===== src/source/prefetch_fifo_pkg.sv =====
`default_nettype none

package prefetch_fifo_pkg;

  //////////////////////////////////////////////////
  // storage geometry
  //////////////////////////////////////////////////
  localparam int DATA_W  = 8;            // word width
  localparam int ADDR_W  = 11;           // ram address width
  localparam int DEPTH   = 2048;         // ram words
  localparam int LEVEL_W = ADDR_W + 1;   // 0..DEPTH inclusive

  //////////////////////////////////////////////////
  // status thresholds, on ram occupancy
  //////////////////////////////////////////////////
  localparam int ALMOST_FULL_LVL  = DEPTH - 16;  // set at or above
  localparam int ALMOST_EMPTY_LVL = 16;          // set at or below

  // output stage
  localparam int OUT_SLOTS = 2;          // register fifo entries

  // words held in, or on their way to, the register fifo
  typedef enum logic [1:0] {
    PF_NONE = 2'd0,                      // nothing prefetched
    PF_ONE  = 2'd1,                      // one word
    PF_TWO  = 2'd2                       // output stage committed
  } pf_occ_e;

endpackage

`default_nettype wire


===== src/source/reg_fifo.sv =====
`default_nettype none

module reg_fifo (
  input  logic                                 rd_clk,     // fifo clock
  input  logic                                 rd_rst,     // async, active high
  input  logic                                 in_valid,   // ram word arriving
  input  logic [prefetch_fifo_pkg::DATA_W-1:0] in_data,    // ram read data
  input  logic                                 out_ready,  // consumer ready
  output logic [prefetch_fifo_pkg::DATA_W-1:0] out_data,   // head word
  output logic                                 out_valid   // head slot filled
);

  import prefetch_fifo_pkg::*;

  //////////////////////////////////////////////////
  // head and tail slots
  //////////////////////////////////////////////////
  logic [DATA_W-1:0] head_q;             // word shown on out_data
  logic [DATA_W-1:0] tail_q;             // second word, waits behind head
  logic              head_vld;
  logic              tail_vld;           // only set while head_vld
  logic              pop;
  pf_occ_e           held;               // slot count, for the check below

  assign pop       = out_valid & out_ready;
  assign out_valid = head_vld;
  assign out_data  = head_q;
  assign held      = tail_vld ? PF_TWO : (head_vld ? PF_ONE : PF_NONE);

  // slot flags
  always_ff @(posedge rd_clk or posedge rd_rst)
  begin
    if (rd_rst)
    begin
      head_vld <= 1'b0;
      tail_vld <= 1'b0;
    end
    else
    begin
      case ({in_valid, pop})
        2'b10:                           // push only
        begin
          head_vld <= 1'b1;
          tail_vld <= head_vld;          // lands in tail if head taken
        end
        2'b01:                           // pop only
        begin
          head_vld <= tail_vld;          // tail moves up
          tail_vld <= 1'b0;
        end
        default: ;                       // both or neither, count unchanged
      endcase
    end
  end

  // payload slots
  always_ff @(posedge rd_clk)
  begin
    if (pop)
    begin
      head_q <= tail_vld ? tail_q : in_data;   // shift or direct load
      tail_q <= in_data;                 // only meaningful when pushing too
    end
    else if (in_valid)
    begin
      if (!head_vld)
        head_q <= in_data;               // fall through to head
      else
        tail_q <= in_data;
    end
  end

  // prefetch occupancy must keep pushes within two slots
  a_no_overflow: assert property (
    @(posedge rd_clk) disable iff (rd_rst)
    !(in_valid && !pop && held == PF_TWO)
  );

endmodule

`default_nettype wire


===== config.mk =====
export PLATFORM = sky130hd
export DESIGN_NAME = reg_fifo
export DESIGN_NICKNAME = d
export VERILOG_FILES = /design/src/source/prefetch_fifo_pkg.sv /design/src/source/reg_fifo.sv
export SDC_FILE = /design/constraint.sdc
export NUM_CORES = 1
export LEC_CHECK = 0
export BUFFER_PORTS_ARGS = -buffer_cell sky130_fd_sc_hd__buf_4
export CAP_MARGIN = 20
export CORE_ASPECT_RATIO = 1.5
export CORE_MARGIN = 2
export CORE_UTILIZATION = 25
export DETAILED_ROUTE_END_ITERATION = 8
export RECOVER_POWER = 50
export SLEW_MARGIN = 20
export SYNTH_ARGS = -nofsm -noshare
export SYNTH_HDL_FRONTEND = slang
export SYNTH_SLANG_ARGS = --single-unit

===== constraint.sdc =====
create_clock -name rd_clk -period 2.4 [get_ports rd_clk]
set_input_delay 0.12 -clock rd_clk [delete_from_list [all_inputs] [get_ports rd_clk]]
set_output_delay 0.12 -clock rd_clk [all_outputs]
set_load 0.05 [all_outputs]

======== Word-level counts from Yosys, hierarchy flattened ========
Cells that the tools add are included.
storage, ports and cells
  bits of input ports ..................... 12
  flip-flop bits (word level) ............. 18
cells by class
  muxes and demuxes ....................... 9
  equal/unequal tests ..................... 3
  bitwise gates (word level) .............. 1
  reduce and logical (&&, ||, !) cells .... 5
operator list
  kind                                                   count
  2-to-1 mux 8 bit                                       7
  nonzero test 2 bit                                     3
  case mux 1 bit (2 select lines)                        2
  AND reduction 2 bit                                    2
  == test 2 x 1 -> 1 bit, second input constant          1
  == test 2 bit, second input constant                   1
  inequality test 2 x 1 -> 1 bit, second input constant  1
  bitwise AND 1 bit                                      1

======== Longest topological paths before layout ========
Gate-level depths: netlist of the first run.
  word-level depth ........................ 3
  mapped depth ............................ 4
  gate-level depth less buffers ........... 4

======== Worst setup path after synthesis of the first run ========
OpenSTA, ideal clock, no wires.
  path kind ............................... register to register
  from .................................... reg head_vld, in the netlist out_valid
  to ...................................... reg tail_q[0] (enable)
  setup time .............................. 373 ps
  data required time ...................... 2027 ps
  cell stages (with the launch flop) ...... 4
  path slack .............................. 566 ps
  clock period less this slack ............ 1834 ps
  arrival ................................. 1461 ps
  cells stage by stage .................... dfrtp_1 -> nand2_1 -> ha_1 -> nor2b_1
between the ends
  word-level cells in the longest chain between the ends .. 3
ends and longest elaborated chain
  what                                      line            source
  from (decl)                               reg_fifo.sv:20  logic head_vld;
  from (signal assigned)                    reg_fifo.sv:48  head_vld <= tail_vld;
  bitwise AND 1 bit                         reg_fifo.sv:25  assign pop = out_valid & out_ready;
  nonzero test 2 bit (no source line)       -
  AND reduction 2 bit (no source line) (*)  -
  to (signal assigned)                      reg_fifo.sv:62  tail_q <= in_data;
  to (signal assigned)                      reg_fifo.sv:69  tail_q <= in_data;
  to (decl)                                 reg_fifo.sv:19  logic [DATA_W-1:0] tail_q;
Every way passes the cells marked *; elsewhere a longest branch is shown, timed or not.
A chain may end at the register's enable or synchronous reset.

======== Worst setup path in the final report of the first run ========
  from .................................... reg head_vld, in the netlist out_valid
  to ...................................... reg tail_q[2] (enable)
Same word-level chain as after synthesis.

==> Flow_metrics.wiki, run 1 <==
{| class="wikitable"
! Metric !! Value
|-
| Endpoints failing setup || 0
|-
| Setup TNS Final || 0 ns
|-
| Type of the tightest min-delay check || in2reg
|-
| RSZ-0062 raised after global routing || false
|-
| Worst max-slew margin expressed relative to the limit || 60.4%
|-
| Placeable core area || 2680 um^2
|-
| TritonCTS clock tree || done
|-
| Area of all placed cells without fillers || 915 um^2
|-
| Buffer and inverter count on the worst path || 1
|-
| Maximum fanout along the worst path || 8
|-
| Power density of the placed cells || 939 nW/um^2
|-
| Clock buffers created by TritonCTS || 3
|-
| Leading post-synthesis cells by cell area || edfxtp_1 68%, mux2_2 13%, dfrtp_1 7.1%, nand3_4 2.5%, ha_1 1.8%
|-
| Net count of the mapped netlist || 53
|-
| Violation count after the first detailed-route iteration || 9
|-
| DR vias || 424
|-
| Final std cells w/o fill || 104
|-
| Combinational family with the most area after synthesis || multiplexers
|-
| Register-to-Register Path Depth || 4
|-
| Count of cells along the worst hold path || 1
|-
| Area growth from synthesis to final layout || 28.9%
|-
| Count of clock tree sinks || 18
|-
| CP arrival || 1.45 ns
|-
| Final worst setup slack || 0.915 ns
|-
| Post-Route Skew || 0.00141 ns
|-
| Req. time, crit path || 2.36 ns
|-
| Highest Clock Rate || 0.673 GHz
|-
| Fraction of synthesized cell area taken by the top area cell type || 67.7%
|-
| Total global routing track utilization || 8.45%
|-
| Clk pin slew, worst setup/hold paths || 0.06 ns
|-
| Worst supply voltage drop on vdd || 0.420 mV
|-
| Overflow left after global routing || 0
|-
| Endpoint of the worst-slack reg-to-reg timing path || tail_q[2]
|-
| Worst R2R Setup Slack || 0.91 ns
|-
| Min-Delay Startpoint || in_data[4]
|-
| Post-Syn Area || 709 um^2
|-
| Post-synth cell types || 13
|-
| Simple-gate area share of the yosys netlist || 6.70%
|-
| CTS H-tree depth || 1
|-
| Multi-input logic area || 155 um^2
|-
| HPWL after detailed placement || 891 um
|-
| Number of buffers inserted by post-CTS setup repair || 0
|-
| Antenna diodes || 0
|-
| Compound-Gate Fraction of Synth Area || 2.47%
|-
| Post-synth EDFFs || 16
|-
| Most frequently used cell type in the post-synthesis netlist || edfxtp_1
|-
| Row Count || 23
|-
| Overall Power || 0.859 mW
|-
| Initial antenna violation count || 0
|-
| Initial cell density of the core || 26.5%
|-
| Sequence of cells on the critical path || nand2_1 > ha_1 > nor2b_1 > buf_4
|-
| Post-placement worst setup slack || 0.840 ns
|-
| Worst path max stage delay || 0.45 ns
|-
| Leakage power || 0.341 nW
|-
| Parity-gate share of the synthesized area counting xor and xnor cells || 0%
|-
| Area of the die || 3290 um^2
|-
| Worst hold path endpoint || tail_q[4]
|-
| Largest area contributor in the netlist || edfxtp_1
|-
| Standard cell with the maximum stage delay on the critical path || dfrtp_1
|-
| Portion of the post-synthesis area used by sequential elements || 74.8%
|-
| Worst skew pair latency || 0.24 ns
|-
| Startpoint type of the worst setup path || flip-flop
|-
| Count of pins over their slew limit || 0
|-
| Least-Margin Pin Slew || 0.597 ns
|-
| Class of the most critical setup path || reg2reg
|-
| Maximum number of pins on one net before global-route repair || 11
|-
| Hold violation total from the final report || 0
|-
| Fraction of layout instances using a drive strength above 1 || 29.9%
|-
| Multiplexer fraction of the synthesized cell area || 12.7%
|-
| Average vias per placed instance || 4.08
|-
| Crit path max-delay family || flip-flops
|-
| Setup crit end kind || flip-flop
|-
| Number of warnings issued by yosys || 0
|-
| Fin nets || 81
|-
| First-pass GRT wire length || 1970 um
|-
| Total DRC errors in the routed layout || 0
|-
| I/O pin total || 21
|-
| Number of register bits inferred by synthesis || 18
|-
| Cell types with the highest counts after synthesis || 16 x edfxtp_1, 8 x mux2_2, 3 x inv_1
|-
| Height of the chip || 69.2 um
|-
| Fraction of registers with async set or reset after synthesis || 11.1%
|-
| Number of input and output port buffers inserted || 20
|-
| Hold Worst Slack || 0.0817 ns
|-
| Number of detailed-route iterations in the first pass || 2
|-
| Run status || completed
|-
| Most common flop cell mapped by yosys || edfxtp_1
|-
| Clock root cell || clkbuf_8
|-
| Maximum capacitance violations || 0
|-
| Syn_area_per_cell || 17.7 um^2
|-
| Synth Area in Adders || 1.76%
|-
| Period Utilization, post-route || 61.9%
|-
| Vias in the first global route || 480
|-
| # placed instances || 99
|-
| Crit path time final || 1.49 ns
|-
| Worst r2r src || out_valid
|-
| Storage cell area || 531 um^2
|-
| WL/cell || 11.0 um
|-
| Core utilization of the finished layout || 34.2%
|-
| Final weighted congestion of routability-driven global placement || 0.588
|-
| Fillers || 271
|-
| Die boundary width || 47.5 um
|-
| Number of cells produced by synthesis || 40
|-
| Detailed Route WL || 1140 um
|-
| Placed standard-cell area || 921 um^2
|-
| Final ANT Viol Nets || 0
|-
| Max Root-Sink Buffers || 2
|}
-- cell type report --
cell class	count	area share, %
Inverter	3	1.23
Clock buffer	4	4.92
Sequential cell	18	58.0
Tap cell	37	5.06
Timing Repair Buffer	23	13.8
Multi-Input combinational cell	19	17.0
-- layer usage --
layer  routed length, um  vias up  GRT usage [%]  share of wire [%]
met5                   0        -              0                  0
met4                  12        0           4.63                1.0
met3                  76        2           2.60                6.6
met2                 607       13           13.1                 53
met1                 447      207           9.85                 39
li1                    -      202              -                  -
-- flip-flops by register name (all words and copies together), names as in the netlist --
register / cells
tail_q: 8
out_valid: 1
tail_vld: 1
out_data: 8
-- report_power, final --
group          switching [mW]  internal, mW  leakage, nW
clock network          0.0897         0.117       0.0228
registers              0.0175         0.410        0.179
logic                   0.158        0.0662        0.139
total                   0.265         0.594        0.341
-- cell families (layout without fill, tap and decap cells) --
| logic type | Yosys count | in the layout |
|---|---|---|
| AO/OA/AOI/OAI | 3 | 3 |
| adder cells (fa/ha/maj) | 1 | 1 |
| buffers and inverters | 3 | 30 |
| flip-flops | 18 | 18 |
| multiplexers | 8 | 8 |
| AND/OR/NAND/NOR | 7 | 7 |
-- cells in the final DEF, fill, tap and decap left out, types with 2 or more instances in the layout --
master    instances
buf_4             4
clkbuf_1         14
clkbuf_4          5
clkbuf_8          3
dfrtp_1           2
edfxtp_1         16
inv_1             3
mux2_2            8
nand2_1           2
nor2b_1           2
-- timing repair --
| action | 4_1_cts | 5_1_grt |
|---|---|---|
| endpoints found under the hold margin | 2 | 0 |
| gates resized for setup | 0 | 0 |
| hold buffers | 1 | 0 |
-- how the worst max path moves through the flow --
stage / start / end / cells past startpoint
after CTS: out_valid / tail_q[2] / 4
final: out_valid / tail_q[2] / 4
after global routing: out_valid / tail_q[2] / 4
after global placement: out_valid / tail_q[4] / 4
after detailed placement: out_valid / tail_q[6] / 4
after floorplan: out_valid / tail_q[0] / 3
Power figures use the tool's default switching activity.
==> inputs of run 2 (changes only) <==
==> constraint.sdc (replaced) <==
create_clock -name rd_clk -period 1.4 [get_ports rd_clk]
set_input_delay 0.07 -clock rd_clk [delete_from_list [all_inputs] [get_ports rd_clk]]
set_output_delay 0.07 -clock rd_clk [all_outputs]
set_load 0.05 [all_outputs]
==> run 2 against run 1 <==
Net effect:
- register-to-register slack lost 0.78 ns
- total power grew 80%
- largest power group unchanged
- largest cell class unchanged
- global-route usage shrank 0.90 points
- worst hold slack lost 0.050 ns
==> Flow_metrics.wiki, run 2 (synthesis results as in run 1) <==
{| class="wikitable"
! Metric !! Value
|-
| Run status || completed (unchanged)
|-
| Fin nets || 81 (unchanged)
|-
| Class of the most critical setup path || reg2reg (unchanged)
|-
| Initial cell density of the core || 26.5% (unchanged)
|-
| Placeable core area || 2680 um^2 (unchanged)
|-
| Die boundary width || 47.5 um (unchanged)
|-
| Row Count || 23 (unchanged)
|-
| Post-CTS resize count || 0 (unchanged)
|-
| Setup TNS Final || 0 ns (unchanged)
|-
| Setup crit end kind || flip-flop (unchanged)
|-
| Maximum capacitance violations || 0 (unchanged)
|-
| Worst skew pair latency || 0.24 ns (about the same)
|-
| Overflow left after global routing || 0 (unchanged)
|-
| Total global routing track utilization || 7.54% (was 8.45%)
|-
| Final ANT Viol Nets || 0 (unchanged)
|-
| Number of buffers inserted by post-CTS setup repair || 0 (unchanged)
|-
| Count of pins over their slew limit || 0 (unchanged)
|-
| Endpoints failing setup || 0 (unchanged)
|-
| Clock root cell || clkbuf_8 (unchanged)
|-
| Final worst setup slack || 0.137 ns (was 0.915 ns)
|-
| Type of the tightest min-delay check || in2reg (unchanged)
|-
| First-pass GRT wire length || 1880 um (was 1970 um)
|-
| Number of input and output port buffers inserted || 20 (unchanged)
|-
| CTS H-tree depth || 1 (unchanged)
|-
| Clock buffers created by TritonCTS || 3 (unchanged)
|-
| Height of the chip || 69.2 um (unchanged)
|-
| Detailed Route WL || 1090 um (was 1140 um)
|-
| Crit path time final || 1.26 ns (was 1.49 ns)
|-
| Commonest cells after routing, fill and taps aside || 16 x edfxtp_1, 9 x clkbuf_1, 8 x mux2_2, 8 x clkbuf_4, 4 x clkbuf_8 (was 16 x edfxtp_1, 14 x clkbuf_1, 8 x mux2_2)
|-
| Power density of the placed cells || 1600 nW/um^2 (was 939 nW/um^2)
|-
| Worst supply voltage drop on vdd || 0.895 mV (was 0.420 mV)
|-
| Area of the die || 3290 um^2 (unchanged)
|-
| Total DRC errors in the routed layout || 0 (unchanged)
|-
| TritonCTS clock tree || done (unchanged)
|-
| CP arrival || 1.20 ns (was 1.45 ns)
|-
| RSZ-0062 raised after global routing || false (unchanged)
|-
| I/O pin total || 21 (unchanged)
|-
| Initial antenna violation count || 0 (unchanged)
|-
| Violation count after the first detailed-route iteration || 7 (was 9)
|-
| Final std cells w/o fill || 104 (unchanged)
|-
| Post-placement worst setup slack || 0.132 ns (was 0.840 ns)
|-
| CTS hold repair buffers || 1 (unchanged)
|-
| Least-Margin Pin Slew || 0.595 ns (was 0.597 ns)
|-
| Area growth from synthesis to final layout || 35.8% (was 28.9%)
|-
| Leakage power || 0.369 nW (was 0.341 nW)
|-
| Average vias per placed instance || 3.95 (was 4.08)
|-
| Most frequent standard cell in the layout excluding fill and tap cells || edfxtp_1 (unchanged)
|-
| Number of detailed-route iterations in the first pass || 3 (was 2)
|-
| Count of clock tree sinks || 18 (unchanged)
|-
| Fraction of layout instances using a drive strength above 1 || 41.8% (was 29.9%)
|-
| Period Utilization, post-route || 90.2% (was 61.9%)
|-
| Post-Route Skew || 0.00139 ns (was 0.00141 ns)
|-
| Hold Worst Slack || 0.0319 ns (was 0.0817 ns)
|-
| Worst max-slew margin expressed relative to the limit || 60.5% (was 60.4%)
|-
| Fillers || 268 (was 271)
|-
| Maximum fanout along the worst path || 8 (unchanged)
|-
| Clk pin slew, worst setup/hold paths || 0.07 ns (was 0.06 ns)
|-
| Req. time, crit path || 1.34 ns (was 2.36 ns)
|-
| Max Root-Sink Buffers || 2 (unchanged)
|-
| Maximum number of pins on one net before global-route repair || 11 (unchanged)
|-
| # placed instances || 98 (was 99)
|-
| DR vias || 411 (was 424)
|-
| Highest Clock Rate || 0.791 GHz (was 0.673 GHz)
|-
| WL/cell || 10.5 um (was 11.0 um)
|-
| Hold violation total from the final report || 0 (unchanged)
|-
| Vias in the first global route || 439 (was 480)
|-
| Final weighted congestion of routability-driven global placement || 0.597 (was 0.588)
|-
| Antenna diodes || 0 (unchanged)
|-
| Startpoint type of the worst setup path || flip-flop (unchanged)
|}
[run 2: critical path, cell delays in order, from the launching register on]
cell and delay, ns:
dfrtp_2 0.44, nand2_1 0.09, ha_2 0.19, nor2b_4 0.23
[run 2: path summary, 6_finish.rpt]
path	startpoint	end	slack, ns	depth (start not counted)
hold / removal	in_data[6]	tail_q[6]	0.03	1
hold reg to reg	tail_q[4]	out_data[4]	0.55	1
setup / recovery	out_valid	tail_q[3]	0.14	3
min in group asynchronous	rd_rst	tail_vld	0.22	3
setup reg to reg	out_valid	tail_q[3]	0.14	3
max in group asynchronous	rd_rst	out_valid	1.06	3
[run 2: area by class of cell]
class | instances | area (um^2) | share of cell area (%)
inverter | 3 | 11.3 | 1.17
tap | 37 | 46.3 | 4.81
clock buffer | 4 | 55.1 | 5.71
sequential | 18 | 532 | 55.2
multi-input combinational | 19 | 178 | 18.4
timing repair buffer | 23 | 141 | 14.7
[run 2: routing by layer]
| layer | routed length (um) | track usage, % | vias up |
|---|---|---|---|
| li1 | - | - | 205 |
| met1 | 469 | 9.64 | 194 |
| met2 | 563 | 12.0 | 12 |
| met3 | 58 | 1.56 | 0 |
| met4 | 0 | 2.78 | 0 |
| met5 | 0 | 0 | - |
[run 2: power by group]
part	leakage, nW	internal (mW)	switching (mW)
clock network	0.0288	0.249	0.158
registers	0.179	0.704	0.0364
logic	0.162	0.125	0.270
[run 2: per-stage QoR]
stage                     utilization [%]  total power, mW  cell area [um^2]
after detailed placement             34.5             1.19               925
final                                36.0             1.54               963
after floorplan                         -             1.05               721
after CTS                            37.0             1.60               990
after global placement               34.5             1.18               925
after global routing                 36.0             1.62               963
==> inputs of run 3 (changes only) <==
--- a/config.mk
+++ b/config.mk
@@ -11,6 +11,7 @@
 export CORE_MARGIN = 2
 export CORE_UTILIZATION = 25
 export DETAILED_ROUTE_END_ITERATION = 8
+export PLACE_DENSITY = 0.55
 export RECOVER_POWER = 50
 export SLEW_MARGIN = 20
 export SYNTH_ARGS = -nofsm -noshare
==> run 3 against run 2 <==
Net effect:
- design area increased by 1.7%
- combinational power rose by 2%
- critical path depth stayed put
- die area did not move
- total power shrank 2.8%
- via count up 2.9%
- sequential power is 0.5% higher
- core utilization rose by 0.61 points
- clock skew shrank 0.00054 ns
- wire length is 8.8% higher
- register-to-register slack hardly changed
- critical endpoint is now tail_q[1]
- largest cell class unchanged
==> Flow_metrics.wiki, run 3 (synthesis results as in run 1) <==
{| class="wikitable"
! Metric !! Value
|-
| Vias in the first global route || 437 (was 439)
|-
| Max Root-Sink Buffers || 2 (unchanged)
|-
| I/O pin total || 21 (unchanged)
|-
| Least-Margin Pin Slew || 0.598 ns (was 0.595 ns)
|-
| Power density of the placed cells || 1530 nW/um^2 (was 1600 nW/um^2)
|-
| Number of buffers inserted by post-CTS setup repair || 0 (unchanged)
|-
| Average vias per placed instance || 3.95 (about the same)
|-
| Post-Route Skew || 0.000850 ns (was 0.00139 ns)
|-
| Row Count || 23 (unchanged)
|-
| Count of clock tree sinks || 18 (unchanged)
|-
| Overflow left after global routing || 0 (unchanged)
|-
| Maximum number of pins on one net before global-route repair || 11 (unchanged)
|-
| Final ANT Viol Nets || 0 (unchanged)
|-
| TritonCTS clock tree || done (unchanged)
|-
| RSZ-0062 raised after global routing || false (unchanged)
|-
| Final weighted congestion of routability-driven global placement || 0.589 (was 0.597)
|-
| Period Utilization, post-route || 90.9% (was 90.2%)
|-
| CP arrival || 1.21 ns (was 1.20 ns)
|-
| Hold Worst Slack || 0.0340 ns (was 0.0319 ns)
|-
| Count of pins over their slew limit || 0 (unchanged)
|-
| Total DRC errors in the routed layout || 0 (unchanged)
|-
| Maximum fanout along the worst path || 8 (unchanged)
|-
| Crit path time final || 1.27 ns (was 1.26 ns)
|-
| Leakage power || 0.373 nW (was 0.369 nW)
|-
| Number of detailed-route iterations in the first pass || 4 (was 3)
|-
| Fraction of power consumed by sequential logic || 49.6% (was 48.0%)
|-
| Placeable core area || 2680 um^2 (unchanged)
|-
| Number of input and output port buffers inserted || 20 (unchanged)
|-
| Fraction of layout instances using a drive strength above 1 || 37.1% (was 41.8%)
|-
| Clk pin slew, worst setup/hold paths || 0.06 ns (was 0.07 ns)
|-
| Setup TNS Final || 0 ns (unchanged)
|-
| Antenna diodes || 0 (unchanged)
|-
| Detailed Route WL || 1190 um (was 1090 um)
|-
| First-pass GRT wire length || 1980 um (was 1880 um)
|-
| Highest Clock Rate || 0.786 GHz (was 0.791 GHz)
|-
| Part of the power in combinational logic || 26.9% (was 25.6%)
|-
| Initial antenna violation count || 0 (unchanged)
|-
| Worst max-slew margin expressed relative to the limit || 60.3% (was 60.5%)
|-
| Endpoints failing setup || 0 (unchanged)
|-
| Worst skew pair latency || 0.24 ns (about the same)
|-
| Initial cell density of the core || 26.5% (unchanged)
|-
| CTS H-tree depth || 1 (unchanged)
|-
| # placed instances || 98 (unchanged)
|-
| Switching power as a share of total power || 31.5% (was 30.1%)
|-
| Run status || completed (unchanged)
|-
| Final std cells w/o fill || 107 (was 104)
|-
| Most frequent standard cell in the layout excluding fill and tap cells || edfxtp_1 (unchanged)
|-
| Req. time, crit path || 1.33 ns (was 1.34 ns)
|-
| Area growth from synthesis to final layout || 38.1% (was 35.8%)
|-
| Worst supply voltage drop on vdd || 0.645 mV (was 0.895 mV)
|-
| Setup crit end kind || flip-flop (unchanged)
|-
| Clk pwr share || 23.5% (was 26.4%)
|-
| Total global routing track utilization || 8.49% (was 7.54%)
|-
| Class of the most critical setup path || reg2reg (unchanged)
|-
| Startpoint type of the worst setup path || flip-flop (unchanged)
|-
| Clock root cell || clkbuf_8 (unchanged)
|-
| Commonest cells after routing, fill and taps aside || 16 x edfxtp_1, 9 x clkbuf_1, 8 x mux2_2 (was 16 x edfxtp_1, 9 x clkbuf_1, 8 x mux2_2, 8 x clkbuf_4, 4 x clkbuf_8)
|-
| WL/cell || 11.1 um (was 10.5 um)
|-
| Violation count after the first detailed-route iteration || 6 (was 7)
|-
| Psw || 0.473 mW (was 0.465 mW)
|-
| DR vias || 423 (was 411)
|-
| Type of the tightest min-delay check || in2reg (unchanged)
|-
| Maximum capacitance violations || 0 (unchanged)
|-
| Fin nets || 84 (was 81)
|-
| Area of all placed cells without fillers || 980 um^2 (was 963 um^2)
|-
| Clock buffers created by TritonCTS || 3 (unchanged)
|-
| Height of the chip || 69.2 um (unchanged)
|-
| Internal power summed over all cells || 1.03 mW (was 1.08 mW)
|-
| Placed standard-cell area || 925 um^2 (unchanged)
|-
| Hold violation total from the final report || 0 (unchanged)
|-
| Die boundary width || 47.5 um (unchanged)
|-
| Area of the die || 3290 um^2 (unchanged)
|}
## run 3: cell types whose count changed in the layout (fill, tap and decap cells not counted), sizes merged
cell         change
clkinv           +1
clkbuf           -2
buf              +1
dlygate4sd3      +3
## run 3: per-stage QoR
stage,power (mW),worst slack [ns],util (%)
CTS,1.56,0.106,36.6
finish,1.50,0.127,36.6
floorplan,1.05,0.0104,-
global route,1.58,0.0545,36.6
detailed placement,1.20,0.141,34.5
global placement,1.19,0.154,34.5
## run 3: power by group through the flow
stage | logic [mW] | registers, mW | clock network, mW
2_1_floorplan | 0.140 | 0.915 | 0
3_3_place_gp | 0.434 | 0.753 | 0
3_5_place_dp | 0.438 | 0.759 | 0
4_1_cts | 0.444 | 0.749 | 0.365
5_1_grt | 0.433 | 0.755 | 0.396
6_report | 0.403 | 0.745 | 0.353
## run 3: path summary, 6_finish.rpt
path	start	endpoint	slack, ns	depth (start not counted)
worst max-delay path	out_valid	tail_q[1]	0.13	3
worst min-delay path	in_data[1]	tail_q[1]	0.03	1
worst max register to register	out_valid	tail_q[1]	0.13	3
worst min register to register	tail_q[2]	out_data[2]	0.55	1
max in group asynchronous	rd_rst	out_valid	1.05	3
min in group asynchronous	rd_rst	tail_vld	0.23	3
## run 3: timing repair
action / 4_1_cts / 5_1_grt
hold buffers: 1 / 4
hold endpoints to repair: 2 / 4
gates resized for setup: 0 / 0
## run 3: final cells by class
cell class	count	area (um^2)
multi-input cells	19	178
inverters	3	11.3
clock inverters	1	3.75
well taps	37	46.3
flip-flops and latches	18	532
clock buffers	3	41.3
fillers	262	1700
repair buffers	26	168
## run 3: critical path: stages (launching register included)
cell and delay, ns:
dfrtp_2 0.44, nand2_1 0.10, ha_2 0.19, nor2b_4 0.23
## run 3: per-layer routing
metal	part of all wire [%]	vias to the layer above	GRT usage (%)
met5	0	-	0
met4	1.2	0	4.63
met3	5.2	2	2.08
met2	53	12	13.2
met1	40	201	10.2
li1	-	208	-
