File: src/source/prefetch_fifo_pkg.sv
`default_nettype none

package prefetch_fifo_pkg;

  //////////////////////////////////////////////////
  // storage geometry
  //////////////////////////////////////////////////
  localparam int DATA_W  = 8;            // word width
  localparam int ADDR_W  = 11;           // ram address width
  localparam int DEPTH   = 2048;         // ram words
  localparam int LEVEL_W = ADDR_W + 1;   // 0..DEPTH inclusive

  //////////////////////////////////////////////////
  // status thresholds, on ram occupancy
  //////////////////////////////////////////////////
  localparam int ALMOST_FULL_LVL  = DEPTH - 16;  // set at or above
  localparam int ALMOST_EMPTY_LVL = 16;          // set at or below

  // output stage
  localparam int OUT_SLOTS = 2;          // register fifo entries

  // words held in, or on their way to, the register fifo
  typedef enum logic [1:0] {
    PF_NONE = 2'd0,                      // nothing prefetched
    PF_ONE  = 2'd1,                      // one word
    PF_TWO  = 2'd2                       // output stage committed
  } pf_occ_e;

endpackage

`default_nettype wire

File: src/source/fifo_ctrl.sv
`default_nettype none

module fifo_ctrl (
  input  logic                                  rd_clk,        // fifo clock
  input  logic                                  rd_rst,        // async, active high
  input  logic                                  w_en,          // accepted write
  input  logic                                  r_en,          // ram read issue
  output logic [prefetch_fifo_pkg::ADDR_W-1:0]  waddr,         // next write slot
  output logic [prefetch_fifo_pkg::ADDR_W-1:0]  raddr,         // next read slot
  output logic                                  full,          // DEPTH words held
  output logic                                  empty,         // no words held
  output logic [prefetch_fifo_pkg::LEVEL_W-1:0] level,         // ram occupancy
  output logic                                  almost_full,   // level >= ALMOST_FULL_LVL
  output logic                                  almost_empty   // level <= ALMOST_EMPTY_LVL
);

  import prefetch_fifo_pkg::*;

  //////////////////////////////////////////////////
  // pointers with wrap bit
  //////////////////////////////////////////////////
  logic [ADDR_W:0]  wptr_q;              // msb is the wrap bit
  logic [ADDR_W:0]  rptr_q;
  logic [ADDR_W:0]  wptr_d;
  logic [ADDR_W:0]  rptr_d;
  logic [LEVEL_W-1:0] level_d;           // occupancy after this edge
  logic             full_d;
  logic             empty_d;

  assign wptr_d = w_en ? wptr_q + 1'b1 : wptr_q;   // advance on accept
  assign rptr_d = r_en ? rptr_q + 1'b1 : rptr_q;   // advance on issue

  assign waddr = wptr_q[ADDR_W-1:0];     // drop wrap bit
  assign raddr = rptr_q[ADDR_W-1:0];

  always_ff @(posedge rd_clk or posedge rd_rst)
  begin
    if (rd_rst)
    begin
      wptr_q <= '0;
      rptr_q <= '0;
    end
    else
    begin
      wptr_q <= wptr_d;
      rptr_q <= rptr_d;
    end
  end

  //////////////////////////////////////////////////
  // flag logic
  //////////////////////////////////////////////////
  // same index, different lap means full
  assign full_d  = (wptr_d[ADDR_W] != rptr_d[ADDR_W]) &&
                   (wptr_d[ADDR_W-1:0] == rptr_d[ADDR_W-1:0]);
  assign empty_d = (wptr_d == rptr_d);   // same index, same lap
  assign level_d = wptr_d - rptr_d;      // modular difference, 0..DEPTH

  // flags registered from next pointers, so they move with the pointers
  always_ff @(posedge rd_clk or posedge rd_rst)
  begin
    if (rd_rst)
    begin
      full         <= 1'b1;              // keeps wr_ready low in reset
      empty        <= 1'b1;
      level        <= '0;
      almost_full  <= 1'b0;
      almost_empty <= 1'b1;
    end
    else
    begin
      full         <= full_d;
      empty        <= empty_d;
      level        <= level_d;
      almost_full  <= (level_d >= LEVEL_W'(ALMOST_FULL_LVL));
      almost_empty <= (level_d <= LEVEL_W'(ALMOST_EMPTY_LVL));
    end
  end

  //////////////////////////////////////////////////
  // checks
  //////////////////////////////////////////////////
  // top must gate writes with full
  a_no_write_full: assert property (
    @(posedge rd_clk) disable iff (rd_rst)
    !(w_en && full)
  );

  // prefetch must gate issues with empty
  a_no_read_empty: assert property (
    @(posedge rd_clk) disable iff (rd_rst)
    !(r_en && empty)
  );

endmodule

`default_nettype wire

File: config.mk
export PLATFORM = sky130hd
export DESIGN_NAME = fifo_ctrl
export DESIGN_NICKNAME = d
export VERILOG_FILES = /design/src/source/prefetch_fifo_pkg.sv /design/src/source/fifo_ctrl.sv
export SDC_FILE = /design/constraint.sdc
export NUM_CORES = 1
export LEC_CHECK = 0
export BUFFER_PORTS_ARGS = -buffer_cell sky130_fd_sc_hd__buf_2
export CORE_MARGIN = 2
export CORE_UTILIZATION = 25
export CTS_CLUSTER_SIZE = 20
export DETAILED_ROUTE_END_ITERATION = 7
export GPL_TIMING_DRIVEN = 0
export PLACE_DENSITY_LB_ADDON = 0.25
export SLEW_MARGIN = 10
export SYNTH_ARGS = -nofsm -noshare
export SYNTH_HDL_FRONTEND = slang
export SYNTH_SLANG_ARGS = --single-unit
File: constraint.sdc
create_clock -name rd_clk -period 3.4 [get_ports rd_clk]
set_clock_uncertainty 0.15 [all_clocks]
set_input_delay 0.34 -clock rd_clk [delete_from_list [all_inputs] [get_ports rd_clk]]
set_output_delay 0.34 -clock rd_clk [all_outputs]
set_load 0.05 [all_outputs]
# Yosys cells after proc, flatten, opt, wreduce, memory -nomap -nowiden
# Index checks and enable logic that the tools add are counted.
# word_totals
out_inout_bits	38
reg_bits	40
word_cells	18
# classes
addsub	3
n_lt_le_gt_ge	2
muxes	2
reduce_logical	1
eq_ne	3
# ops
operator	count
12-bit by 1-bit adder with 12-bit output (second input constant)	2
12-bit two-way mux	2
12-bit equality test	1
12-bit by 11-bit >= comparator with 1-bit output (second input constant)	1
12-bit by 5-bit less-or-equal comparator with 1-bit output (second input constant)	1
12-bit subtractor	1
11-bit equality test	1
1-bit logical AND	1
1-bit inequality test	1

# Longest topological paths before layout
# Gate-level depths: netlist of the first run.
# logic_depth
depth_word	4
ltp_mapped	15

# Worst setup path after synthesis of the first run
# No wires, ideal clock.
# synth_timing
path_type	reg2reg
start	reg wptr_q[0]
end	reg almost_empty
synth_period_minus_slack_ns	3.640
stages_incl_launch_ff	12
path_slack_ns	-0.240
arrival_time_ns	3.415
required_time_ns	3.175
path_buffers	0
cell_sequence	dfrtp_1 > ha_1 > mux2_2 > fa_1 > or3_1 > a32oi_2 > a21boi_0 > a221oi_2 > a211oi_2 > xor2_1 > or4_1 > nor3_2
# synth_between
elab_chain_cells	4
# synth_lines
item	line_no	text
start: declaration	fifo_ctrl.sv:22	logic [ADDR_W:0] wptr_q;
start signal: assignment	fifo_ctrl.sv:45	wptr_q <= wptr_d;
12-bit by 1-bit adder with 12-bit output	fifo_ctrl.sv:30	assign wptr_d = w_en ? wptr_q + 1'b1 : wptr_q;
12-bit two-way mux	fifo_ctrl.sv:30	
named net wptr_d[1]	fifo_ctrl.sv:24	logic [ADDR_W:0] wptr_d;
12-bit subtractor	fifo_ctrl.sv:57	assign level_d = wptr_d - rptr_d;
named net level_d[8]	fifo_ctrl.sv:26	logic [LEVEL_W-1:0] level_d;
12-bit by 5-bit less-or-equal comparator with 1-bit output	fifo_ctrl.sv:76	almost_empty <= (level_d <= LEVEL_W'(ALMOST_EMPTY_LVL));
end signal: assignment	fifo_ctrl.sv:76	
end: declaration	fifo_ctrl.sv:14	output logic almost_empty
# The timed path passes the listed nets, and every way through them passes these cells.

# Final worst setup path of the first run
# Same ends and word-level chain as after synthesis.

==> results of run 1 <==
-- worst reg2reg max path, stage by stage, from the launching register on --
cell	delay [ps]
sky130_fd_sc_hd__dfrtp_2	440
sky130_fd_sc_hd__ha_4	240
sky130_fd_sc_hd__mux2_4	290
sky130_fd_sc_hd__ha_1	310
sky130_fd_sc_hd__nor2b_4	190
sky130_fd_sc_hd__nor4_2	60
sky130_fd_sc_hd__o41ai_2	430
sky130_fd_sc_hd__a41oi_2	170
sky130_fd_sc_hd__nand4_1	240
sky130_fd_sc_hd__nand2_1	130
sky130_fd_sc_hd__xnor2_2	160
sky130_fd_sc_hd__or4_4	540
sky130_fd_sc_hd__nor3_2	110
-- state kept, by name, indices dropped and copies added, names as in the netlist, named ones only --
name and cells:
almost_empty 1, almost_full 1, full 1, rptr_q 12
level 12, wptr_q 10, empty 1
-- cells by family (layout without fill, tap and decap cells) --
family / after synthesis / after routing / share of synthesized area (%)
AND/OR/NAND/NOR: 85 / 85 / 19.8
buffers and inverters: 45 / 104 / 10.3
AO/OA/AOI/OAI: 40 / 40 / 13.7
flip-flops: 40 / 40 / 40.5
XOR/XNOR: 30 / 30 / 10.6
adder cells (fa/ha/maj): 7 / 7 / 3.63
multiplexers: 3 / 3 / 1.31
-- area by class of cell --
class	count	area share [%]
Buffer	24	5.55
Sequential cell	40	31.5
Tap cell	133	5.20
Multi-Input combinational cell	165	42.8
Inverter	21	2.46
Clock buffer	8	2.81
Timing Repair Buffer	51	9.61
-- cell usage after synthesis, drive strengths merged (2+ instances only) --
cell type and number:
dfrtp 37, buf 24, inv 21, nand2 17
xnor2 17, nor2 14, xor2 13, nand4 12
nor3 9, a211oi 6, and3 6, o21ai 6
and2 5, o211ai 5, and4 4, ha 4
nand3 4, or4 4, a21oi 3, dfstp 3
or3 3, a211o 2, a21boi 2, a221oi 2
a31oi 2, maj3 2, mux2 2, nor2b 2
o21a 2
-- what timing repair did --
action                     CTS  global route
setup endpoints to repair    4             4
resized for setup           16            12
buffers inserted             9             1
pin swaps                   11            11
gates cloned                 0             0
hold buffers                 1             0
hold endpoints to repair    17             0
-- layer usage --
metal | vias up | GRT usage (%) | wire length, µm | share of wire, %
met5 | - | 0 | 0 | 0
met4 | 0 | 2.03 | 36 | 0.61
met3 | 5 | 2.58 | 185 | 3.1
met2 | 30 | 20.2 | 3000 | 50
met1 | 966 | 15.5 | 2730 | 46
li1 | 982 | - | - | -
-- worst min-delay path by stage --
stage,startpoint,endpoint
floorplan,wptr_q[11],wptr_q[11]
global placement,wptr_q[11],wptr_q[11]
detailed placement,rd_rst,almost_full
CTS,w_en,wptr_q[0]
global route,w_en,wptr_q[0]
finish,w_en,wptr_q[0]
-- through the flow --
stage               util, %  std cells  instance area, µm²  setup WS, ps  hold WS, ps
floorplan                 -        250                2490          2.96          328
global placement       29.4        422                2850          -308          343
detailed placement     29.7        423                2880          -312          238
CTS                    32.2        441                3120          -185          152
global route           33.1        442                3200          -248          169
finish                 33.1        442                3200          -146          162
==> summary.txt, run 1 <==
Count of cells along the worst register-to-register path = 12
Sinks on the clock net = 40
Fill count = 1046
Req. time, crit path = 3460 ps
Share of the cycle needed by the critical path after routing = 104%
Router iterations before antenna repair = 4
Congestion Overflow GR = 0
Die Outline Area = 10700 µm²
RSZ-0062 raised after global routing = true
Die span in y = 104 µm
Type of the tightest min-delay check = primary input to flop
Netlist area before placement = 2480 µm²
Number of failing hold endpoints at the final stage = 0
Worst path top cell family by delay = simple AND/OR/NAND/NOR gates
Reported max-cap violation count = 0
Mean instance size in the synthesized netlist = 9.91 µm²
Critical R2R Launch = wptr_q[0]
Signal arrival time at the worst endpoint = 3610 ps
Maximum clock frequency = 0.282 GHz
Crit. End Element = flop
Cell types occupying the most area after synthesis = sky130_fd_sc_hd__dfrtp_1 37%, sky130_fd_sc_hd__buf_4 7.0%, sky130_fd_sc_hd__xnor2_1 6.0%
Flop2flop setup slack = -150 ps
Startpoint-to-endpoint class of the critical path = flop to flop
CTS tree = yes
Clock root buffer = sky130_fd_sc_hd__clkbuf_8
Reg2Reg Capture Point = almost_empty
Synth Flop Type = sky130_fd_sc_hd__dfrtp_1
Depth of the CTS H-tree = 2
Routed via count = 1983
Smallest setup slack after layout = -146 ps
Drt wl/cell = 13.5 µm
Total area of multi-input combinational cells = 1370 µm²
Syn Inst Count = 250
Result of the run = finished, violations left
Core ar. = 9680 µm²
Post-Synthesis Net Count = 259
Clock edge transition at the registers on the reported setup and hold paths = 80 ps
Slew @ Worst Pin = 673 ps
Aggregate global-route resource usage = 11.8%
Sum of routed wire length over all layers = 5950 µm
Horizontal extent of the die = 104 µm
Final-stage net count = 317
Wire length of the first global-routing pass = 10400 µm
Number of logic stages on the critical path including buffering = 12
Post-route ant nets = 0
Port buffer count = 39
Number of stages on the worst hold path = 2
Combined flip-flop and latch cell area = 1010 µm²
Pin count of the biggest net entering global routing = 22
Ys async rst share = 100%
Yosys warning count = 0
Final estimated routing congestion in global placement = 0.854
Post-synth top area share = 37.4%
Detailed Route Iter0 Violations = 56
Relative slew slack = 54.8%
DRC Markers = 0
Count of final setup violators = 2
Final sum of negative setup slack = -224 ps
Maximum clock insertion buffer count = 2
Post-detailed-route via-to-cell ratio = 4.49
Critical Path Max Stage Delay = 540 ps
List of cells traversed by the critical path = ha_4, mux2_4, ha_1, nor2b_4, nor4_2, o41ai_2, a41oi_2, nand4_1, nand2_1, xnor2_2, or4_4, nor3_2
Post-synth EDFFs = 0
Startpoint kind of the worst setup timing path = flop
Final HPWL from detailed placement = 4690 µm
Max-slew violation total from the final report = 0
Distinct cell type count of the synthesized netlist = 55
Failing checks = negative setup slack
Synthesis-to-finish area growth = 29.2%
Initial core utilization = 25.6%
End point of the critical path = almost_empty
Cell row count = 36
Post-synthesis cell type with the largest combined area = sky130_fd_sc_hd__dfrtp_1
Commonest cells after routing, fill and taps aside = 40 x sky130_fd_sc_hd__buf_2, 33 x sky130_fd_sc_hd__buf_4, 33 x sky130_fd_sc_hd__dfrtp_1, 19 x sky130_fd_sc_hd__inv_1, 17 x sky130_fd_sc_hd__nand2_1
Most common library cell in the layout ignoring fill and taps = sky130_fd_sc_hd__buf_2
Standard cell with the maximum stage delay on the critical path = sky130_fd_sc_hd__or4_4
Number of clock buffers inserted by TritonCTS = 5
Number of global-route vias before repair = 2065
Worst setup path startpoint = wptr_q[0]
Highest fanout seen on the critical path = 3
Post-synthesis sequential area ratio = 40.5%
Ant. Diodes = 0
Ratio of cells with drive above 1 in the final layout = 40.1%
Final critical delay including setup and external delays = 3550 ps
Synth Register Bits = 40
Insertion delay of the later-clocked pin in the worst-skew pair = 290 ps
Number of buffers and inverters on the critical path = 0
Number of antenna violations at the first check in global routing = 0
Top-level port count = 42
Power of run 1 is not shown: default switching activity piles up to over one toggle a cycle in this logic, so the estimate is an artifact.
==> run 2, diff against run 1 <==
--- a/config.mk
+++ b/config.mk
@@ -6,6 +6,7 @@
 export NUM_CORES = 1
 export LEC_CHECK = 0
 export BUFFER_PORTS_ARGS = -buffer_cell sky130_fd_sc_hd__buf_2
+export CORE_ASPECT_RATIO = 0.75
 export CORE_MARGIN = 2
 export CORE_UTILIZATION = 25
 export CTS_CLUSTER_SIZE = 20
==> summary.txt, run 2 (synthesis results as in run 1) <==
Result of the run = finished, violations left (unchanged)
Failing checks = negative setup slack (unchanged)
Combinational fraction of design power = 64.0%
Switching pwr = 1.79 mW
DRC Markers = 0 (unchanged)
Die span in y = 90.2 µm (was 104 µm)
Port buffer count = 39 (unchanged)
Post-Layout Cell Count = 435 (was 442)
Final critical delay including setup and external delays = 3610 ps (was 3550 ps)
Final estimated routing congestion in global placement = 0.791 (was 0.854)
CTS tree = yes (unchanged)
Relative slew slack = 52.5% (was 54.8%)
Type of the tightest min-delay check = primary input to flop (unchanged)
Sequential share of power = 21.2%
Initial core utilization = 25.7% (was 25.6%)
Crit. End Element = flop (unchanged)
Core ar. = 9660 µm² (was 9680 µm²)
Commonest cells after routing, fill and taps aside = 40 x sky130_fd_sc_hd__buf_2, 33 x sky130_fd_sc_hd__dfrtp_1, 27 x sky130_fd_sc_hd__buf_4, 19 x sky130_fd_sc_hd__inv_1 (was 40 x sky130_fd_sc_hd__buf_2, 33 x sky130_fd_sc_hd__buf_4, 33 x sky130_fd_sc_hd__dfrtp_1, 19 x sky130_fd_sc_hd__inv_1, 17 x sky130_fd_sc_hd__nand2_1)
Router iterations before antenna repair = 4 (unchanged)
Share of the cycle needed by the critical path after routing = 106% (was 104%)
Number of failing hold endpoints at the final stage = 0 (unchanged)
Sum of routed wire length over all layers = 6160 µm (was 5950 µm)
Critical Path Max Stage Delay = 520 ps (was 540 ps)
Count of cells along the worst register-to-register path = 11 (was 12)
Signal arrival time at the worst endpoint = 3670 ps (was 3610 ps)
Congestion Overflow GR = 0 (unchanged)
Aggregate global-route resource usage = 12.0% (was 11.8%)
List of cells traversed by the critical path = ha_1, mux2_4, fa_2, or3_4, a32oi_4, a21boi_2, a21oi_2, xnor2_1, a211o_1, or4_1, nor3_2 (was ha_4, mux2_4, ha_1, nor2b_4, nor4_2, o41ai_2, a41oi_2, nand4_1, nand2_1, xnor2_2, or4_4, nor3_2)
Standard cell with the maximum stage delay on the critical path = sky130_fd_sc_hd__or4_1 (was sky130_fd_sc_hd__or4_4)
Internal power = 1.82 mW
Clock root buffer = sky130_fd_sc_hd__clkbuf_16 (was sky130_fd_sc_hd__clkbuf_8)
Number of stages on the worst hold path = 2 (unchanged)
Smallest setup slack after layout = -208 ps (was -146 ps)
Number of logic stages on the critical path including buffering = 11 (was 12)
Reported max-cap violation count = 0 (unchanged)
Slew @ Worst Pin = 710 ps (was 673 ps)
Sinks on the clock net = 40 (unchanged)
Max-slew violation total from the final report = 0 (unchanged)
Clock edge transition at the registers on the reported setup and hold paths = 60 ps (was 80 ps)
Drt wl/cell = 14.2 µm (was 13.5 µm)
Number of antenna violations at the first check in global routing = 0 (unchanged)
Cells after DPL = 422 (was 423)
Detailed Route Iter0 Violations = 85 (was 56)
Final-stage net count = 311 (was 317)
Insertion delay of the later-clocked pin in the worst-skew pair = 280 ps (was 290 ps)
Pin count of the biggest net entering global routing = 23 (was 22)
Number of clock buffers inserted by TritonCTS = 5 (unchanged)
Most common library cell in the layout ignoring fill and taps = sky130_fd_sc_hd__buf_2 (unchanged)
RSZ-0062 raised after global routing = true (unchanged)
Cell row count = 31 (was 36)
Count of final setup violators = 1 (was 2)
Net switching share of the total power = 49.6%
Req. time, crit path = 3460 ps (about the same)
Ratio of cells with drive above 1 in the final layout = 36.0% (was 40.1%)
Top-level port count = 42 (unchanged)
Number of global-route vias before repair = 1993 (was 2065)
Final HPWL from detailed placement = 4660 µm (was 4690 µm)
Routed via count = 1967 (was 1983)
Die Outline Area = 10700 µm² (about the same)
Synthesis-to-finish area growth = 27.3% (was 29.2%)
Number of buffers and inverters on the critical path = 0 (unchanged)
Worst path top cell family by delay = simple AND/OR/NAND/NOR gates (unchanged)
Post-detailed-route via-to-cell ratio = 4.52 (was 4.49)
Horizontal extent of the die = 119 µm (was 104 µm)
P per Cell Area = 1140 nW/µm²
Highest fanout seen on the critical path = 4 (was 3)
Maximum clock insertion buffer count = 2 (unchanged)
Largest vdd supply drop = 0.000460 V
Depth of the CTS H-tree = 2 (unchanged)
Startpoint kind of the worst setup timing path = flop (unchanged)
Final sum of negative setup slack = -208 ps (was -224 ps)
Static leakage power = 1.48 nW
Ant. Diodes = 0 (unchanged)
Total power = 3.61 mW
Registers with the most flip-flops = level x12, rptr_q x12, wptr_q x10 (unchanged)
Wire length of the first global-routing pass = 10300 µm (was 10400 µm)
Part of the power in the clock network = 14.8%
Startpoint-to-endpoint class of the critical path = flop to flop (unchanged)
Post-route ant nets = 0 (unchanged)
Maximum clock frequency = 0.277 GHz (was 0.282 GHz)
==> run 2: cell types whose count changed in the layout (fill, tap and decap cells not counted), moves of 3 or more <==
cell,delta
sky130_fd_sc_hd__buf_4,-6
sky130_fd_sc_hd__clkbuf_8,-6
sky130_fd_sc_hd__clkbuf_16,+5
sky130_fd_sc_hd__xnor2_1,+3
sky130_fd_sc_hd__xnor2_2,-3
==> run 2: final timing paths <==
path                            start      endpoint  slack [ps]
min in group asynchronous      rd_rst     level[11]         470
max reg2reg                 wptr_q[0]  almost_empty        -210
min reg2reg                rptr_q[11]    rptr_q[11]         370
max in group asynchronous      rd_rst          full        2090
min                              w_en     wptr_q[0]         180
max                         wptr_q[0]  almost_empty        -210
==> run 2: layer usage <==
metal  track usage [%]  share of wire [%]
met5                 0                  0
met4              3.08               0.71
met3              2.47                6.4
met2              16.4                 40
met1              18.7                 53
==> run 2: layout make-up <==
type	instances	area [µm²]
sequential	40	1010
clock inverter	3	42.5
multi-input combinational	165	1290
inverter	21	78.8
fill	988	6500
tap	132	165
buffer	24	178
timing repair buffer	45	263
clock buffer	5	125
==> run 2: power groups by stage <==
stage | Clock [mW] | Sequential (mW) | Combinational, mW
final | 0.534 | 0.766 | 2.31
after global routing | 0.564 | 0.788 | 2.51
after global placement | 0 | 0.795 | 2.07
after detailed placement | 0 | 0.788 | 2.06
after floorplan | 0 | 0.980 | 1.41
after CTS | 0.550 | 0.767 | 2.25
==> run 2: stage by stage <==
| stage | setup slack, ps | utilization (%) | hold WS [ps] | area [µm²] |
|---|---|---|---|---|
| 2_1_floorplan | 2.96 | - | 328 | 2490 |
| 3_3_place_gp | -310 | 29.5 | 342 | 2850 |
| 3_5_place_dp | -323 | 29.8 | 241 | 2880 |
| 4_1_cts | -183 | 32.4 | 182 | 3130 |
| 5_1_grt | -348 | 32.7 | 191 | 3160 |
| 6_report | -208 | 32.7 | 179 | 3160 |
==> run 2: what timing repair did <==
action | 4_1_cts | 5_1_grt
hold buffers | 1 | 0
hold endpoints to repair | 18 | 0
setup buffers | 4 | 0
cloned | 0 | 0
pin swaps | 3 | 2
setup endpoints to repair | 3 | 2
resized for setup | 12 | 2
(Power assumes the default switching activity.)
==> run 3, diff against run 2 <==
--- a/config.mk
+++ b/config.mk
@@ -12,7 +12,7 @@
 export CTS_CLUSTER_SIZE = 20
 export DETAILED_ROUTE_END_ITERATION = 7
 export GPL_TIMING_DRIVEN = 0
-export PLACE_DENSITY_LB_ADDON = 0.25
+export PLACE_DENSITY = 0.46
 export SLEW_MARGIN = 10
 export SYNTH_ARGS = -nofsm -noshare
 export SYNTH_HDL_FRONTEND = slang
==> summary.txt, run 3 (synthesis results as in run 1) <==
Result of the run = finished, violations left (unchanged)
Failing checks = negative setup slack (unchanged)
Number of clock buffers inserted by TritonCTS = 5 (unchanged)
Count of cells along the worst register-to-register path = 11 (unchanged)
Hold-critical path endpoint = wptr_q[0] (unchanged)
Reg2Reg Capture Point = almost_empty (unchanged)
Number of failing hold endpoints at the final stage = 0 (unchanged)
Share of the cycle needed by the critical path after routing = 105% (was 106%)
Initial core utilization = 25.7% (unchanged)
Synthesis-to-finish area growth = 31.7% (was 27.3%)
Most common library cell in the layout ignoring fill and taps = sky130_fd_sc_hd__buf_2 (unchanged)
Sinks on the clock net = 40 (unchanged)
Grt peak-use layer = met1 (unchanged)
Cell area after layout = 3260 µm² (was 3160 µm²)
Worst slack, placed = -296 ps (was -323 ps)
Wire length of the first global-routing pass = 10300 µm (about the same)
Sum of routed wire length over all layers = 6330 µm (was 6160 µm)
Slew @ Worst Pin = 664 ps (was 710 ps)
Count of final setup violators = 3 (was 1)
Depth of the CTS H-tree = 2 (unchanged)
CTS tree = yes (unchanged)
Maximum clock insertion buffer count = 2 (unchanged)
Drt wl/cell = 14.3 µm (was 14.2 µm)
Ratio of cells with drive above 1 in the final layout = 38.7% (was 36.0%)
Aggregate global-route resource usage = 12.2% (was 12.0%)
Number of stages on the worst hold path = 2 (unchanged)
Clock edge transition at the registers on the reported setup and hold paths = 60 ps (about the same)
Startpoint kind of the worst setup timing path = flop (unchanged)
Congestion Overflow GR = 0 (unchanged)
Core ar. = 9660 µm² (unchanged)
Insertion delay of the later-clocked pin in the worst-skew pair = 280 ps (about the same)
Die span in y = 90.2 µm (unchanged)
Post-route ant nets = 0 (unchanged)
Top-level port count = 42 (unchanged)
Met2 Use GR = 16.0% (was 16.4%)
Pin count of the biggest net entering global routing = 24 (was 23)
Smallest setup slack after layout = -177 ps (was -208 ps)
Highest fanout seen on the critical path = 4 (unchanged)
RSZ-0062 raised after global routing = true (unchanged)
Router iterations before antenna repair = 4 (unchanged)
Die Outline Area = 10700 µm² (unchanged)
Startpoint-to-endpoint class of the critical path = flop to flop (unchanged)
Number of global-route vias before repair = 1935 (was 1993)
Number of antenna violations at the first check in global routing = 0 (unchanged)
Total area of multi-input combinational cells = 1370 µm² (was 1290 µm²)
Horizontal extent of the die = 119 µm (unchanged)
Crit. End Element = flop (unchanged)
Cell row count = 31 (unchanged)
Post-detailed-route via-to-cell ratio = 4.46 (was 4.52)
Critical R2R Launch = wptr_q[0] (unchanged)
Combined flip-flop and latch cell area = 1010 µm² (unchanged)
Routed via count = 1972 (was 1967)
Relative slew slack = 55.6% (was 52.5%)
Type of the tightest min-delay check = primary input to flop (unchanged)
Final critical delay including setup and external delays = 3580 ps (was 3610 ps)
Maximum clock frequency = 0.280 GHz (was 0.277 GHz)
Port buffer count = 39 (unchanged)
Final HPWL from detailed placement = 4680 µm (was 4660 µm)
Hold Crit Start = w_en (unchanged)
DRC Markers = 0 (unchanged)
Final-stage net count = 318 (was 311)
Req. time, crit path = 3460 ps (about the same)
Reported max-cap violation count = 0 (unchanged)
Met1 global-route usage = 20.0% (was 18.7%)
Met3 Track Usage GR = 2.35% (was 2.47%)
Placed inst area = 2870 µm² (was 2880 µm²)
Flop2flop setup slack = -180 ps (was -210 ps)
Detailed Route Iter0 Violations = 121 (was 85)
Signal arrival time at the worst endpoint = 3630 ps (was 3670 ps)
Fill count = 992 (was 988)
Registers with the most flip-flops = level x12, rptr_q x12, wptr_q x10 (unchanged)
Clock root buffer = sky130_fd_sc_hd__clkbuf_16 (unchanged)
Max-slew violation total from the final report = 0 (unchanged)
Commonest cells after routing, fill and taps aside = 40 x sky130_fd_sc_hd__buf_2, 33 x sky130_fd_sc_hd__buf_4, 33 x sky130_fd_sc_hd__dfrtp_1, 19 x sky130_fd_sc_hd__inv_1, 17 x sky130_fd_sc_hd__nand2_1 (was 40 x sky130_fd_sc_hd__buf_2, 33 x sky130_fd_sc_hd__dfrtp_1, 27 x sky130_fd_sc_hd__buf_4, 19 x sky130_fd_sc_hd__inv_1)
Final estimated routing congestion in global placement = 0.796 (was 0.791)
Ant. Diodes = 0 (unchanged)
run 3: worst max path at each step:
stage / startpoint / endpoint / slack, ps / cells past startpoint
finish: wptr_q[0] / almost_empty / -180 / 11
global route: rptr_q[0] / almost_empty / -280 / 14
CTS: wptr_q[0] / almost_empty / -190 / 11
detailed placement: wptr_q[0] / almost_empty / -300 / 12
global placement: wptr_q[0] / almost_empty / -300 / 11
floorplan: wptr_q[0] / almost_empty / 3 / 11
run 3: worst max-delay path: stages (launching register included):
cell and delay, ps:
sky130_fd_sc_hd__dfrtp_2 420, sky130_fd_sc_hd__ha_1 290, sky130_fd_sc_hd__mux2_4 300, sky130_fd_sc_hd__fa_2 410, sky130_fd_sc_hd__or3_4 360, sky130_fd_sc_hd__a32oi_4 260, sky130_fd_sc_hd__a21boi_2 130, sky130_fd_sc_hd__a21oi_2 180
sky130_fd_sc_hd__xnor2_1 110, sky130_fd_sc_hd__a211o_1 280, sky130_fd_sc_hd__or4_4 510, sky130_fd_sc_hd__nor3_2 110
run 3: layout make-up:
| type | instances | share of cell area (%) |
|---|---|---|
| Tap cell | 132 | 5.06 |
| Inverter | 21 | 2.49 |
| Sequential cell | 40 | 30.9 |
| Multi-Input combinational cell | 165 | 42.0 |
| Timing Repair Buffer | 52 | 9.55 |
| Clock buffer | 8 | 4.49 |
| Buffer | 24 | 5.44 |
run 3: through the flow:
stage / setup TNS (ps) / cells / hold WS (ps) / util [%]
after CTS: -211 / 441 / 176 / 33.0
after floorplan: 0 / 250 / 328 / -
after detailed placement: -502 / 422 / 203 / 29.7
after global routing: -665 / 442 / 178 / 33.8
final: -312 / 442 / 176 / 33.8
after global placement: -474 / 421 / 343 / 29.5
run 3: per-layer routing:
metal	vias to the layer above	share of wire [%]
met5	-	0
met4	0	0.88
met3	4	4.6
met2	49	38
met1	929	56
li1	990	-
run 3: what timing repair did:
action / CTS / global route
gates resized for setup: 18 / 9
endpoints found under the hold margin: 16 / 0
hold buffers: 1 / 0
setup endpoints to repair: 3 / 3
setup buffers: 10 / 1
pin swaps: 9 / 7
Power of run 3 is left out for the same reason.
